`src/nx_pkg.sv`:
```
/*
 * Shared types and constants for the outbound path of one mesh node
 * Every stream beat is a dir_msg_t, the direction travelling above the payload
 * The FIFO depth here is only a default and each FIFO instance may override it
 */

`default_nettype none

package nx_pkg;

    // Payload width of one message
    localparam int msg_width = 32;

    // Default FIFO depth and the pointer width it needs
    localparam int fifo_depth     = 4;
    localparam int fifo_ptr_width = $clog2(fifo_depth);

    // Output ports, one per compass direction
    localparam int num_dirs = 4;

    // Raw message payload, never decoded on this path
    typedef logic [msg_width-1:0] node_message_t;

    // Target direction, also the index of the output port
    typedef enum logic [1:0] {
        dir_north = 2'd0,
        dir_east  = 2'd1,
        dir_south = 2'd2,
        dir_west  = 2'd3
    } direction_t;

    // One beat on any stream of the node
    // Direction in the top two bits, payload below
    typedef struct packed {
        direction_t    dir;
        node_message_t data;
    } dir_msg_t;

    // Arbitration schemes of the stream combiner
    typedef enum logic [1:0] {
        arb_round_robin = 2'd0,
        arb_prefer_a    = 2'd1,
        arb_prefer_b    = 2'd2
    } arb_scheme_t;

endpackage : nx_pkg

`default_nettype wire

```
`src/nx_msg_fifo.sv`:
```
/*
 * Valid/ready FIFO for one stream of direction-tagged messages
 * DEPTH must be 2 or more, it need not be a power of two
 * A beat written in cycle n shows on the output from cycle n+1
 * in_ready_o only reflects fullness, a read in the same cycle does not free a slot
 */

`timescale 1ns/1ps
`default_nettype none

module nx_msg_fifo #(
    parameter int DEPTH = nx_pkg::fifo_depth
) (
    input  wire logic             clk_i,
    input  wire logic             rst_i,
    // Write side
    input  wire nx_pkg::dir_msg_t in_data_i,
    input  wire logic             in_valid_i,
    output logic                  in_ready_o,
    // Read side
    output nx_pkg::dir_msg_t      out_data_o,
    output logic                  out_valid_o,
    input  wire logic             out_ready_i
);

    // Pointer width never narrower than the node default
    localparam int ptr_w = ($clog2(DEPTH) > nx_pkg::fifo_ptr_width) ?
                           $clog2(DEPTH) : nx_pkg::fifo_ptr_width;
    // Count has to reach DEPTH itself
    localparam int count_w = $clog2(DEPTH + 1);

    nx_pkg::dir_msg_t   mem_q [DEPTH];
    logic [ptr_w-1:0]   wr_ptr_q;
    logic [ptr_w-1:0]   rd_ptr_q;
    logic [count_w-1:0] count_q;
    logic               wr_en;
    logic               rd_en;

    // Flags straight from the occupancy count
    assign in_ready_o  = (count_q != count_w'(DEPTH));
    assign out_valid_o = (count_q != '0);
    assign out_data_o  = mem_q[rd_ptr_q];

    // Transfers on each side
    assign wr_en = in_valid_i && in_ready_o;
    assign rd_en = out_valid_o && out_ready_i;

    // Storage
    always_ff @(posedge clk_i) begin
        if (wr_en) begin
            mem_q[wr_ptr_q] <= in_data_i;
        end
    end

    // Pointers wrap at DEPTH, count tracks simultaneous read and write
    always_ff @(posedge clk_i) begin
        if (rst_i) begin
            wr_ptr_q <= '0;
            rd_ptr_q <= '0;
            count_q  <= '0;
        end else begin
            if (wr_en) begin
                if (wr_ptr_q == ptr_w'(DEPTH - 1)) wr_ptr_q <= '0;
                else                                wr_ptr_q <= wr_ptr_q + 1'b1;
            end
            if (rd_en) begin
                if (rd_ptr_q == ptr_w'(DEPTH - 1)) rd_ptr_q <= '0;
                else                                rd_ptr_q <= rd_ptr_q + 1'b1;
            end
            case ({wr_en, rd_en})
                2'b10:   count_q <= count_q + 1'b1;
                2'b01:   count_q <= count_q - 1'b1;
                default: count_q <= count_q;
            endcase
        end
    end

    // Occupancy stays within the buffer
    a_count_bound: assert property (@(posedge clk_i) disable iff (rst_i)
        count_q <= count_w'(DEPTH));

    // A full buffer keeps its write pointer, so no beat lands on it
    a_no_write_full: assert property (@(posedge clk_i) disable iff (rst_i)
        (count_q == count_w'(DEPTH)) |=> $stable(wr_ptr_q));

endmodule : nx_msg_fifo

`default_nettype wire

```
`src/nx_stream_combiner.sv`:
```
/*
 * Two-to-one arbiter for direction-tagged streams with a registered output
 * The beat loaded comes from the stream chosen in the previous cycle
 * Only the selected stream sees ready, so an idle selection costs one cycle
 * ARB_SCHEME picks round robin, prefer A or prefer B
 */

`timescale 1ns/1ps
`default_nettype none

module nx_stream_combiner #(
    parameter nx_pkg::arb_scheme_t ARB_SCHEME = nx_pkg::arb_round_robin
) (
    input  wire logic             clk_i,
    input  wire logic             rst_i,
    // Stream A, passing traffic
    input  wire nx_pkg::dir_msg_t stream_a_i,
    input  wire logic             stream_a_valid_i,
    output logic                  stream_a_ready_o,
    // Stream B, locally generated traffic
    input  wire nx_pkg::dir_msg_t stream_b_i,
    input  wire logic             stream_b_valid_i,
    output logic                  stream_b_ready_o,
    // Arbitrated output
    output nx_pkg::dir_msg_t      comb_o,
    output logic                  comb_valid_o,
    input  wire logic             comb_ready_i
);

    // Selection encoding, 0 for A and 1 for B
    nx_pkg::dir_msg_t comb_q;
    logic             comb_valid_q;
    logic             curr_q;
    logic             next_q;

    logic             load;
    logic             curr_d;
    logic             next_d;
    logic             search_start;
    logic [1:0]       in_valid;

    assign comb_o       = comb_q;
    assign comb_valid_o = comb_valid_q;

    // Output register frees when empty or draining
    assign load = !comb_valid_q || comb_ready_i;

    // Stream taken this cycle is the one picked last cycle
    assign curr_d = load ? next_q : curr_q;

    assign stream_a_ready_o = load && (next_q == 1'b0);
    assign stream_b_ready_o = load && (next_q == 1'b1);

    assign in_valid = {stream_b_valid_i, stream_a_valid_i};

    // Next selection from the valids and the scheme
    always_comb begin
        case (ARB_SCHEME)
            nx_pkg::arb_prefer_a: search_start = 1'b0;
            nx_pkg::arb_prefer_b: search_start = 1'b1;
            // Round robin looks past the current stream first
            default:              search_start = ~curr_d;
        endcase

        // First valid stream wins, otherwise keep the old pick
        if (in_valid[search_start]) begin
            next_d = search_start;
        end else if (in_valid[~search_start]) begin
            next_d = ~search_start;
        end else begin
            next_d = next_q;
        end
    end

    // Control state
    always_ff @(posedge clk_i) begin
        if (rst_i) begin
            comb_valid_q <= 1'b0;
            curr_q       <= 1'b0;
            next_q       <= 1'b0;
        end else begin
            if (load) begin
                comb_valid_q <= next_q ? stream_b_valid_i : stream_a_valid_i;
            end
            curr_q <= curr_d;
            next_q <= next_d;
        end
    end

    // Payload register
    always_ff @(posedge clk_i) begin
        if (load) begin
            comb_q <= next_q ? stream_b_i : stream_a_i;
        end
    end

    // A beat taken from stream A is the one presented next
    a_grant_a: assert property (@(posedge clk_i) disable iff (rst_i)
        (stream_a_valid_i && stream_a_ready_o) |=>
        (comb_valid_o && comb_o == $past(stream_a_i)));

    // Same for stream B
    a_grant_b: assert property (@(posedge clk_i) disable iff (rst_i)
        (stream_b_valid_i && stream_b_ready_o) |=>
        (comb_valid_o && comb_o == $past(stream_b_i)));

    // Output beat held until taken
    a_comb_stable: assert property (@(posedge clk_i) disable iff (rst_i)
        (comb_valid_o && !comb_ready_i) |=> (comb_valid_o && $stable(comb_o)));

endmodule : nx_stream_combiner

`default_nettype wire

```
`src/nx_stream_distributor.sv`:
```
/*
 * Steers one direction-tagged stream into four per-direction output ports
 * Each port has its own holding register and back-pressure
 * A stalled port blocks the input for any beat heading the same way
 * Output ports carry the payload only, the port index gives the direction
 */

`timescale 1ns/1ps
`default_nettype none

module nx_stream_distributor (
    input  wire logic                                     clk_i,
    input  wire logic                                     rst_i,
    // Inbound stream
    input  wire nx_pkg::dir_msg_t                         in_i,
    input  wire logic                                     in_valid_i,
    output logic                                          in_ready_o,
    // Directional ports, indexed by direction_t
    output nx_pkg::node_message_t [nx_pkg::num_dirs-1:0]  out_data_o,
    output logic                  [nx_pkg::num_dirs-1:0]  out_valid_o,
    input  wire logic             [nx_pkg::num_dirs-1:0]  out_ready_i
);

    nx_pkg::node_message_t [nx_pkg::num_dirs-1:0] data_q;
    logic                  [nx_pkg::num_dirs-1:0] valid_q;
    logic                  [nx_pkg::num_dirs-1:0] load_sel;
    logic                                         accept;

    assign out_data_o  = data_q;
    assign out_valid_o = valid_q;

    // Target register free or draining this cycle
    assign in_ready_o = !valid_q[in_i.dir] || out_ready_i[in_i.dir];
    assign accept     = in_valid_i && in_ready_o;

    // One-hot decode of the accepted beat's direction
    always_comb begin
        load_sel = '0;
        if (accept) begin
            load_sel[in_i.dir] = 1'b1;
        end
    end

    // Per-port valid
    // A load wins over a drain in the same cycle
    always_ff @(posedge clk_i) begin
        if (rst_i) begin
            valid_q <= '0;
        end else begin
            for (int d = 0; d < nx_pkg::num_dirs; d++) begin
                if (load_sel[d]) begin
                    valid_q[d] <= 1'b1;
                end else if (out_ready_i[d]) begin
                    valid_q[d] <= 1'b0;
                end
            end
        end
    end

    // Payload drops the direction field
    always_ff @(posedge clk_i) begin
        for (int d = 0; d < nx_pkg::num_dirs; d++) begin
            if (load_sel[d]) begin
                data_q[d] <= in_i.data;
            end
        end
    end

    // Each stalled port keeps its beat
    for (genvar g = 0; g < nx_pkg::num_dirs; g++) begin : g_port_chk
        a_port_stable: assert property (@(posedge clk_i) disable iff (rst_i)
            (out_valid_o[g] && !out_ready_i[g]) |=>
            (out_valid_o[g] && $stable(out_data_o[g])));
    end

endmodule : nx_stream_distributor

`default_nettype wire

```
`src/nx_node_outbound.sv`:
```
/*
 * Outbound message path of one mesh node
 * Two FIFOs feed the combiner, the distributor fans out to N, E, S and W
 * Minimum latency is 3 cycles from input accept to port valid
 * Head-of-line blocking per direction back-pressures both inputs
 */

`timescale 1ns/1ps
`default_nettype none

module nx_node_outbound #(
    parameter nx_pkg::arb_scheme_t ARB_SCHEME = nx_pkg::arb_round_robin
) (
    input  wire logic                                     clk_i,
    input  wire logic                                     rst_i,
    // Passing traffic
    input  wire nx_pkg::dir_msg_t                         in_a_i,
    input  wire logic                                     in_a_valid_i,
    output logic                                          in_a_ready_o,
    // Locally generated traffic
    input  wire nx_pkg::dir_msg_t                         in_b_i,
    input  wire logic                                     in_b_valid_i,
    output logic                                          in_b_ready_o,
    // Directional output ports
    output nx_pkg::node_message_t [nx_pkg::num_dirs-1:0]  out_data_o,
    output logic                  [nx_pkg::num_dirs-1:0]  out_valid_o,
    input  wire logic             [nx_pkg::num_dirs-1:0]  out_ready_i
);

    // Buffered streams
    nx_pkg::dir_msg_t buf_a;
    logic             buf_a_valid;
    logic             buf_a_ready;
    nx_pkg::dir_msg_t buf_b;
    logic             buf_b_valid;
    logic             buf_b_ready;

    // Arbitrated stream
    nx_pkg::dir_msg_t comb;
    logic             comb_valid;
    logic             comb_ready;

    // Stream A buffer
    nx_msg_fifo #(
        .DEPTH(nx_pkg::fifo_depth)
    ) u_fifo_a (
        .clk_i      (clk_i),
        .rst_i      (rst_i),
        .in_data_i  (in_a_i),
        .in_valid_i (in_a_valid_i),
        .in_ready_o (in_a_ready_o),
        .out_data_o (buf_a),
        .out_valid_o(buf_a_valid),
        .out_ready_i(buf_a_ready)
    );

    // Stream B buffer
    nx_msg_fifo #(
        .DEPTH(nx_pkg::fifo_depth)
    ) u_fifo_b (
        .clk_i      (clk_i),
        .rst_i      (rst_i),
        .in_data_i  (in_b_i),
        .in_valid_i (in_b_valid_i),
        .in_ready_o (in_b_ready_o),
        .out_data_o (buf_b),
        .out_valid_o(buf_b_valid),
        .out_ready_i(buf_b_ready)
    );

    // Arbitration between the two buffers
    nx_stream_combiner #(
        .ARB_SCHEME(ARB_SCHEME)
    ) u_comb (
        .clk_i           (clk_i),
        .rst_i           (rst_i),
        .stream_a_i      (buf_a),
        .stream_a_valid_i(buf_a_valid),
        .stream_a_ready_o(buf_a_ready),
        .stream_b_i      (buf_b),
        .stream_b_valid_i(buf_b_valid),
        .stream_b_ready_o(buf_b_ready),
        .comb_o          (comb),
        .comb_valid_o    (comb_valid),
        .comb_ready_i    (comb_ready)
    );

    // Fan-out to the directional ports
    nx_stream_distributor u_dist (
        .clk_i      (clk_i),
        .rst_i      (rst_i),
        .in_i       (comb),
        .in_valid_i (comb_valid),
        .in_ready_o (comb_ready),
        .out_data_o (out_data_o),
        .out_valid_o(out_valid_o),
        .out_ready_i(out_ready_i)
    );

endmodule : nx_node_outbound

`default_nettype wire

```
`config.mk`:
```
export PLATFORM = sky130hd
export DESIGN_NAME = nx_node_outbound
export DESIGN_NICKNAME = d
export VERILOG_FILES = /design/src/nx_pkg.sv /design/src/nx_msg_fifo.sv /design/src/nx_stream_combiner.sv /design/src/nx_stream_distributor.sv /design/src/nx_node_outbound.sv
export SDC_FILE = /design/constraint.sdc
export NUM_CORES = 1
export LEC_CHECK = 0
export ABC_AREA = 0
export BUFFER_PORTS_ARGS = -buffer_cell sky130_fd_sc_hd__buf_4
export CAP_MARGIN = 20
export CORE_MARGIN = 2
export CORE_UTILIZATION = 50
export DETAILED_ROUTE_END_ITERATION = 16
export PLACE_DENSITY = 0.7
export SYNTH_ARGS = -nofsm -noshare
export SYNTH_HDL_FRONTEND = slang
export SYNTH_HIERARCHICAL = 1
export SYNTH_SLANG_ARGS = --single-unit
export TNS_END_PERCENT = 5
```
`constraint.sdc`:
```
create_clock -name clk_i -period 3.8 [get_ports clk_i]
set_input_delay 0.38 -clock clk_i [delete_from_list [all_inputs] [get_ports clk_i]]
set_output_delay 0.38 -clock clk_i [all_outputs]
set_load 0.01 [all_outputs]
```
Word-level counts from Yosys, hierarchy flattened
Memory sizes are Yosys's and may differ from the RTL's. A register that Yosys moved wholly into a read port is not among the register bits. Index checks and enable logic that the tools add are counted.

Flip-flop bits (word level): 183. Logic and storage cells: 104. Memories kept: 2. Output and inout port bits: 134. RAM bits: 272.

Bitwise gates (word level): 2. Reductions and logical operators: 21. Magnitude comparators: 4. Eq/ne operators: 10. Mux-type cells: 38. $add $sub $neg: 8.

Memory list: u_fifo_a.mem_q (words 4, bits a word 34, rd ports 1, clocked after Yosys merged registers in 1, wr ports 1, RTL line nx_msg_fifo.sv:32) `nx_pkg::dir_msg_t mem_q [DEPTH];`; u_fifo_b.mem_q (words 4, bits a word 34, rd ports 1, clocked after Yosys merged registers in 1, wr ports 1, RTL line nx_msg_fifo.sv:32).

Operator list (number): $mux 34 (1); $mux 1 (23); $mux 2 (8); $reduce_bool 2->1 (7); $eq 2x2->1 const B (6); $pmux 3 s2 (2); $add 2x1->2 const B (4); $logic_and 1x1->1 (8); $add 3x1->3 const B (2); $ne 3x3->1 const B (2); $reduce_bool 3->1 (2); $sub 3x1->3 const B (2); $bmux 1 s2 (2); $eq 2x1->1 const B (2); $lt 1x2->1 const B (2); $mux 4 (1); $lt 2x3->1 const B (1); $demux 1 s2 (1); $ge 2x1->1 const B (1); $logic_not 1->1 (2); $logic_or 1x1->1 (2); $not 1->1 (2).

Longest topological paths before layout
Depth after elaboration: 10. Mapped depth: 13. Gate-level depth less buffers: 12.

Modules after synthesis
The synthesis kept the hierarchy.

By module, submodules not included: nx_msg_fifo (area each 5391.4 µm², cells each 230, times used 2, sequential area each 4264.1 µm²); nx_stream_distributor (area each 4066.4 µm², cells each 149, times used 1, sequential area each 3923.8 µm²); nx_stream_combiner (area each 1587.8 µm², cells each 88, times used 1, sequential area each 1081.0 µm²).

Worst setup path after synthesis
No wires, ideal clock.

Path kind: register to register. Start point: reg u_comb.comb_q, in the netlist u_comb/comb_o[32]. End point: reg u_fifo_a.count_q[2]. Buffers on the path: 1. Required time: 3.730 ns. Slack: 0.961 ns. Cell stages (with the launch flop): 13. Arrival: 2.769 ns. Clock period less this slack: 2.839 ns. Cells stage by stage: edfxtp_1 > mux4_2 > nand2b_4 > buf_6 > nor2b_1 > o31ai_1 > inv_1 > ha_1 > inv_1 > fa_1 > xor2_1 > or3_2 > a21oi_1.

Longest elaborated chain between the ends: 9. Elaborated cells between the ends (all ways): 13.

Ends and longest elaborated chain: start: declaration (RTL line nx_stream_combiner.sv:31) `nx_pkg::dir_msg_t comb_q;`; start signal: assignment (RTL line nx_stream_combiner.sv:93) `comb_q <= next_q ? stream_b_i : stream_a_i;`; $bmux 1 s2 (RTL line nx_stream_distributor.sv:33) `assign in_ready_o = !valid_q[in_i.dir] || out_ready_i[in_i.dir];`; $mux 1 (implied by the code) (RTL line nx_stream_distributor.sv:33); $logic_not 1->1 (RTL line nx_stream_distributor.sv:33); $logic_or 1x1->1 (*) (RTL line nx_stream_distributor.sv:33); named net comb_ready (RTL line nx_node_outbound.sv:41) `logic comb_ready;`; $logic_or 1x1->1 (*) (RTL line nx_stream_combiner.sv:46) `assign load = !comb_valid_q || comb_ready_i;`; named net u_comb.load (RTL line nx_stream_combiner.sv:36) `logic load;`; $logic_and 1x1->1 (*) (RTL line nx_stream_combiner.sv:51) `assign stream_a_ready_o = load && (next_q == 1'b0);`; named net buf_a_ready (RTL line nx_node_outbound.sv:33) `logic buf_a_ready;`; $logic_and 1x1->1 (*) (RTL line nx_msg_fifo.sv:46) `assign rd_en = out_valid_o && out_ready_i;`; named net u_fifo_a.rd_en (RTL line nx_msg_fifo.sv:37) `logic rd_en;`; $eq 2x1->1 / $eq 2x2->1 (equally long branches) (RTL line nx_msg_fifo.sv:70) `case ({wr_en, rd_en})`; $pmux 3 s2 / $reduce_bool 2->1 (equally long branches); end signal: assignment (RTL line nx_msg_fifo.sv:71) `2'b10: count_q <= count_q + 1'b1;`; end signal: assignment (RTL line nx_msg_fifo.sv:72) `2'b01: count_q <= count_q - 1'b1;`; end signal: assignment (RTL line nx_msg_fifo.sv:73) `default: count_q <= count_q;`; end: declaration (RTL line nx_msg_fifo.sv:35) `logic [count_w-1:0] count_q;`.

Mark *: on every way through the listed nets, which the timed path passes. The rest lies on a longest branch. The select of a mux whose other input is x is not followed. A chain may end at the register's enable or synchronous reset.

Worst setup path after layout
Start point: reg u_comb.comb_q, in the netlist u_comb/comb_o[32]. End point: reg u_fifo_a.count_q[2].

Longest elaborated chain between the ends: 9. Elaborated cells between the ends (all ways): 13.

Ends and longest elaborated chain (RTL line): $bmux 1 s2 (nx_stream_distributor.sv:33); $mux 1 (implied by the code) (nx_stream_distributor.sv:33); $logic_not 1->1 (nx_stream_distributor.sv:33); $logic_or 1x1->1 (*) (nx_stream_distributor.sv:33); named net comb_ready (nx_node_outbound.sv:41); $logic_or 1x1->1 (*) (nx_stream_combiner.sv:46); $logic_and 1x1->1 (*) (nx_stream_combiner.sv:51); named net buf_a_ready (nx_node_outbound.sv:33); $logic_and 1x1->1 (*) (nx_msg_fifo.sv:46); named net u_fifo_a.rd_en (nx_msg_fifo.sv:37); $eq 2x1->1 / $eq 2x2->1 (equally long branches) (nx_msg_fifo.sv:70); $pmux 3 s2 / $reduce_bool 2->1 (equally long branches).

Marked as above.

==> results.txt <==
The run finished with clean final reports. The layout has 2206 filler cells. The number of slew-limit violations in the final report came out at 0. The number of antenna violations at the first check in global routing came out at 1.

The remaining antenna violation count after routing came out at 0. The sequential fraction of the synthesis area is 82.3%. The first global-routing pass estimated 47900 microns of wire. Along the worst path, the maximum fanout reaches 18.

The worst pin sits at a relative slew slack of 23.1%. The synthesized-area fraction occupied by ao, oa, aoi and oai cells is less than 1%. STA puts the critical path data arrival time at 3.41 ns.

Pin placement for this block handled 210 I/O pins. The number of nets in the synthesized netlist came out at around 800. Leaving out fill and tap cells, the most frequent cell in the layout is sky130_fd_sc_hd__edfxtp_1. The number of design-rule violations left by the first detailed-router iteration came out at 642. The length of the first detailed-routing pass in iterations is 5. The leakage power figure is 6.91 nW. The warning count from the yosys run is 6.

Counting flops and latches in the post-synthesis netlist gives 459. Dividing the detail-routed wire length by the instance count gives 22.8 microns. Using the TritonRoute via totals, the vias-per-cell ratio works out to 5.32. The async set-or-reset flop fraction in the synthesized netlist came out at 0%. In this run, post-CTS hold repair placed 0 buffers. The post-synthesis cell type count came out at 37.

In the layout the commonest cells are sky130_fd_sc_hd__edfxtp_1, sky130_fd_sc_hd__buf_4, sky130_fd_sc_hd__mux4_2, sky130_fd_sc_hd__clkbuf_16, sky130_fd_sc_hd__mux2_2. The smallest clock period supported by the final layout is computed as 2.96 ns. The number of max-capacitance violations reported came out at 0.

The maximum number of pins on one net before global-route repair is 35. The count of buffers added by post-CTS timing repair for setup is 0. Counting the buffers created by CTS gives 45. The total power density per cell area came out at 683 nW/um^2. Counting both buffers and inverters, the worst setup path holds a total of 2. The clock root buffer is sky130_fd_sc_hd__clkbuf_16.

In this run the worst hold path is classified as in -> reg. STA classifies the critical path startpoint as a register. The die outline width is 185 microns. The worst setup path is captured at a register. The area growth from synthesis to layout is 21.9%. For the worst setup path, the data required time is 4.25 ns. The final period utilization came out at around 78%.

The count of endpoints failing setup in the final report is 0. The worst setup slack after layout is 0.843 ns. The total via count after detailed routing is between 7000 and 8000. The clock tree from TritonCTS is yes. The maximum resistive drop on vdd is 468 uV. The accumulated negative setup slack is 0 ns. The net count of the finished layout came out at ~1000. The achievable clock frequency is 338 MHz. The multiplexer share of the synthesized area is between 10% and 20%. The cell depth of the worst hold path came out at 1. The endpoint identified for the worst register-to-register timing path is u_fifo_a/count_q[2]$_SDFFE_PP0P_. The starting density of the core came out at 50.6%. Grouping stages by cell kind, the critical path spends the most delay in simple AND/OR/NAND/NOR gates. The synthesized-area fraction occupied by and/or/nand/nor cells came out at approximately 2.1%. The number of gates resized after cts is 0. Counting cells, the worst reg-to-reg path comes to 11.

The xor and xnor area share after synthesis came out at 0.213%. The clock network latency to the later pin of the worst-skew pair is approximately 0.53 ns. At the pin with the least slew margin, the transition time is 1.15 ns. The slowest stage of the critical path is the sky130_fd_sc_hd__edfxtp_1 cell. The number of synthesized flops with an enable pin is 434. The startpoint of the tightest hold check path is in_a_i[31].

The mean instance size in the synthesized netlist is 23.6 sq um. The final standard cell utilization of the core is 61.7%. The TritonCTS sink count came out at about 460.

The startpoint of the worst register-to-register path is u_comb/comb_o[32]$_DFFE_PP_. The tightest hold margin came out at 0.0518 ns. The worst hold path terminates at u_fifo_a/mem_q[0][31]$_DFFE_PP_. The synthesized area came out at 16400 sq um. The global placement routability congestion is slightly below 0.7. After synthesis, the largest family of logic cells by area is multiplexers. The number of instances in the synthesized netlist came out at 697. The routed wire length is 32300 microns. The adder and majority gate portion of the synthesized area is 1.16%. Traced cell by cell, the critical path runs through mux4_2 > nand2b_4 > nor2b_1 > o31ai_1 > inv_1 > ha_1 > inv_1 > fa_1 > xor2_1 > or3_2 > a21oi_1. The core region is 32500 sq um. Once placement finished, the instance area stood at 18500 sq um. The setup slack of the most critical reg-to-reg path is 0.84 ns.

By instance count, the cell type seen most on the critical path is sky130_fd_sc_hd__inv_1. The H-tree depth reported by CTS is 2. The total global routing track utilization is 19.2%. Before CTS, the worst setup slack after placement is 0.695 ns. The total DRC errors in the routed layout came out at 0.

After clock tree synthesis, the clock-pin slew on the worst setup and hold paths is 0.06 ns. The repair_antennas step left the layout with diodes totalling 0. The post-DP HPWL is between 15000 and 20000 microns.

The maximum buffer depth of the clock tree came out at 3. Clock skew on the completed layout was measured at 0.0153 ns. The die covers 34300 sq um.

Setup repair after global routing left no endpoint under its margin. The worst setup path category is reg -> reg. The total global routing overflow is 0. The final hold violation count came out at 0. From bottom edge to top edge, the die measures 185 microns. On the worst path, the slowest cell contributes a delay of 0.46 ns.

In the synthesized netlist the dominant register cell turns out to be sky130_fd_sc_hd__edfxtp_1. The post-route netlist has 42.7% of its cells at a drive strength greater than 1. The area of all placed cells without fillers came out at between 20000 and 25000 sq um.

During placement, the flow inserted port buffers numbering 209. The via count of the first global-routing pass is 7772. The cell row count came out at 66.
==> worst max-delay path by stage <==
stage	slack (ns)	cells past startpoint	end	startpoint
2_1_floorplan	0.96	12	u_fifo_a/count_q[2]$_SDFFE_PP0P_	u_comb/comb_o[32]$_DFFE_PP_
3_3_place_gp	0.71	13	u_fifo_b/count_q[2]$_SDFFE_PP0P_	out_ready_i[1]
3_5_place_dp	0.70	13	u_fifo_a/count_q[2]$_SDFFE_PP0P_	out_ready_i[1]
4_1_cts	0.84	11	u_fifo_a/count_q[2]$_SDFFE_PP0P_	u_comb/comb_o[32]$_DFFE_PP_
5_1_grt	0.63	11	u_fifo_a/count_q[2]$_SDFFE_PP0P_	u_comb/comb_o[32]$_DFFE_PP_
6_report	0.84	11	u_fifo_a/count_q[2]$_SDFFE_PP0P_	u_comb/comb_o[32]$_DFFE_PP_
==> per-layer routing <==
layer	vias up	routed length (microns)	track usage (%)
met5	-	13	0
met1	3885	13400	26.3
met3	38	1910	3.46
li1	3339	-	-
met2	269	16500	32.6
met4	2	489	4.10
==> Yosys cell counts (5+ instances only) <==
cell type                    n  area [sq um]
sky130_fd_sc_hd__nor2_1     10          37.5
sky130_fd_sc_hd__nand2b_1    6          37.5
sky130_fd_sc_hd__buf_2       6          30.0
sky130_fd_sc_hd__mux4_2     69          1550
sky130_fd_sc_hd__buf_1       6          22.5
sky130_fd_sc_hd__and3_2      6          45.0
sky130_fd_sc_hd__buf_4       7          52.6
sky130_fd_sc_hd__a21oi_1    10          50.1
sky130_fd_sc_hd__edfxtp_1  434         13000
sky130_fd_sc_hd__nor2b_1     5          31.3
sky130_fd_sc_hd__mux2_2     34           383
sky130_fd_sc_hd__mux2i_1     5          50.1
sky130_fd_sc_hd__inv_1      13          48.8
sky130_fd_sc_hd__ha_1       12           150
sky130_fd_sc_hd__dfxtp_1    25           500
==> through the flow <==
stage,cells,power (mW)
after floorplan,697,8.58
after global placement,1329,9.45
after detailed placement,1329,9.52
after CTS,1410,13.8
after global routing,1415,14.3
final,1415,13.7
==> registers in the layout, indices dropped and copies added (netlist names), 3 cells and up, named ones only <==
signal / count
u_comb/comb_o: 34
u_fifo_b/mem_q: 136
u_fifo_a/mem_q: 136
u_dist/out_data_o: 128
u_fifo_b/count_q: 3
u_fifo_a/count_q: 3
u_dist/out_valid_o: 4
==> layout make-up <==
type / instances / area (sq um) / share of cell area [%]
multi-input cells: 200 / 2730 / 13.6
well taps: 442 / 553 / 2.76
clock inverters: 28 / 263 / 1.31
clock buffers: 53 / 1180 / 5.88
flip-flops and latches: 459 / 13500 / 67.6
inverters: 13 / 48.8 / 0.244
repair buffers: 220 / 1710 / 8.56
==> kinds of logic (layout without fill, tap and decap cells) <==
| logic type | Yosys count | in the layout |
|---|---|---|
| buffers and inverters | 38 | 314 |
| adders and majority gates | 14 | 14 |
| muxes | 108 | 108 |
| DFF | 459 | 459 |
| xor gates and xnor gates | 4 | 4 |
| AOI/OAI and AO/OA | 21 | 21 |
| and+or+nand+nor | 53 | 53 |
==> report_power, final <==
part	switching [mW]	internal (mW)	total [mW]
sequential	0.624	6.63	7.26
combinational	0.993	1.15	2.15
clock	1.73	2.55	4.28
No activity file was read; power rests on OpenSTA's default activity.
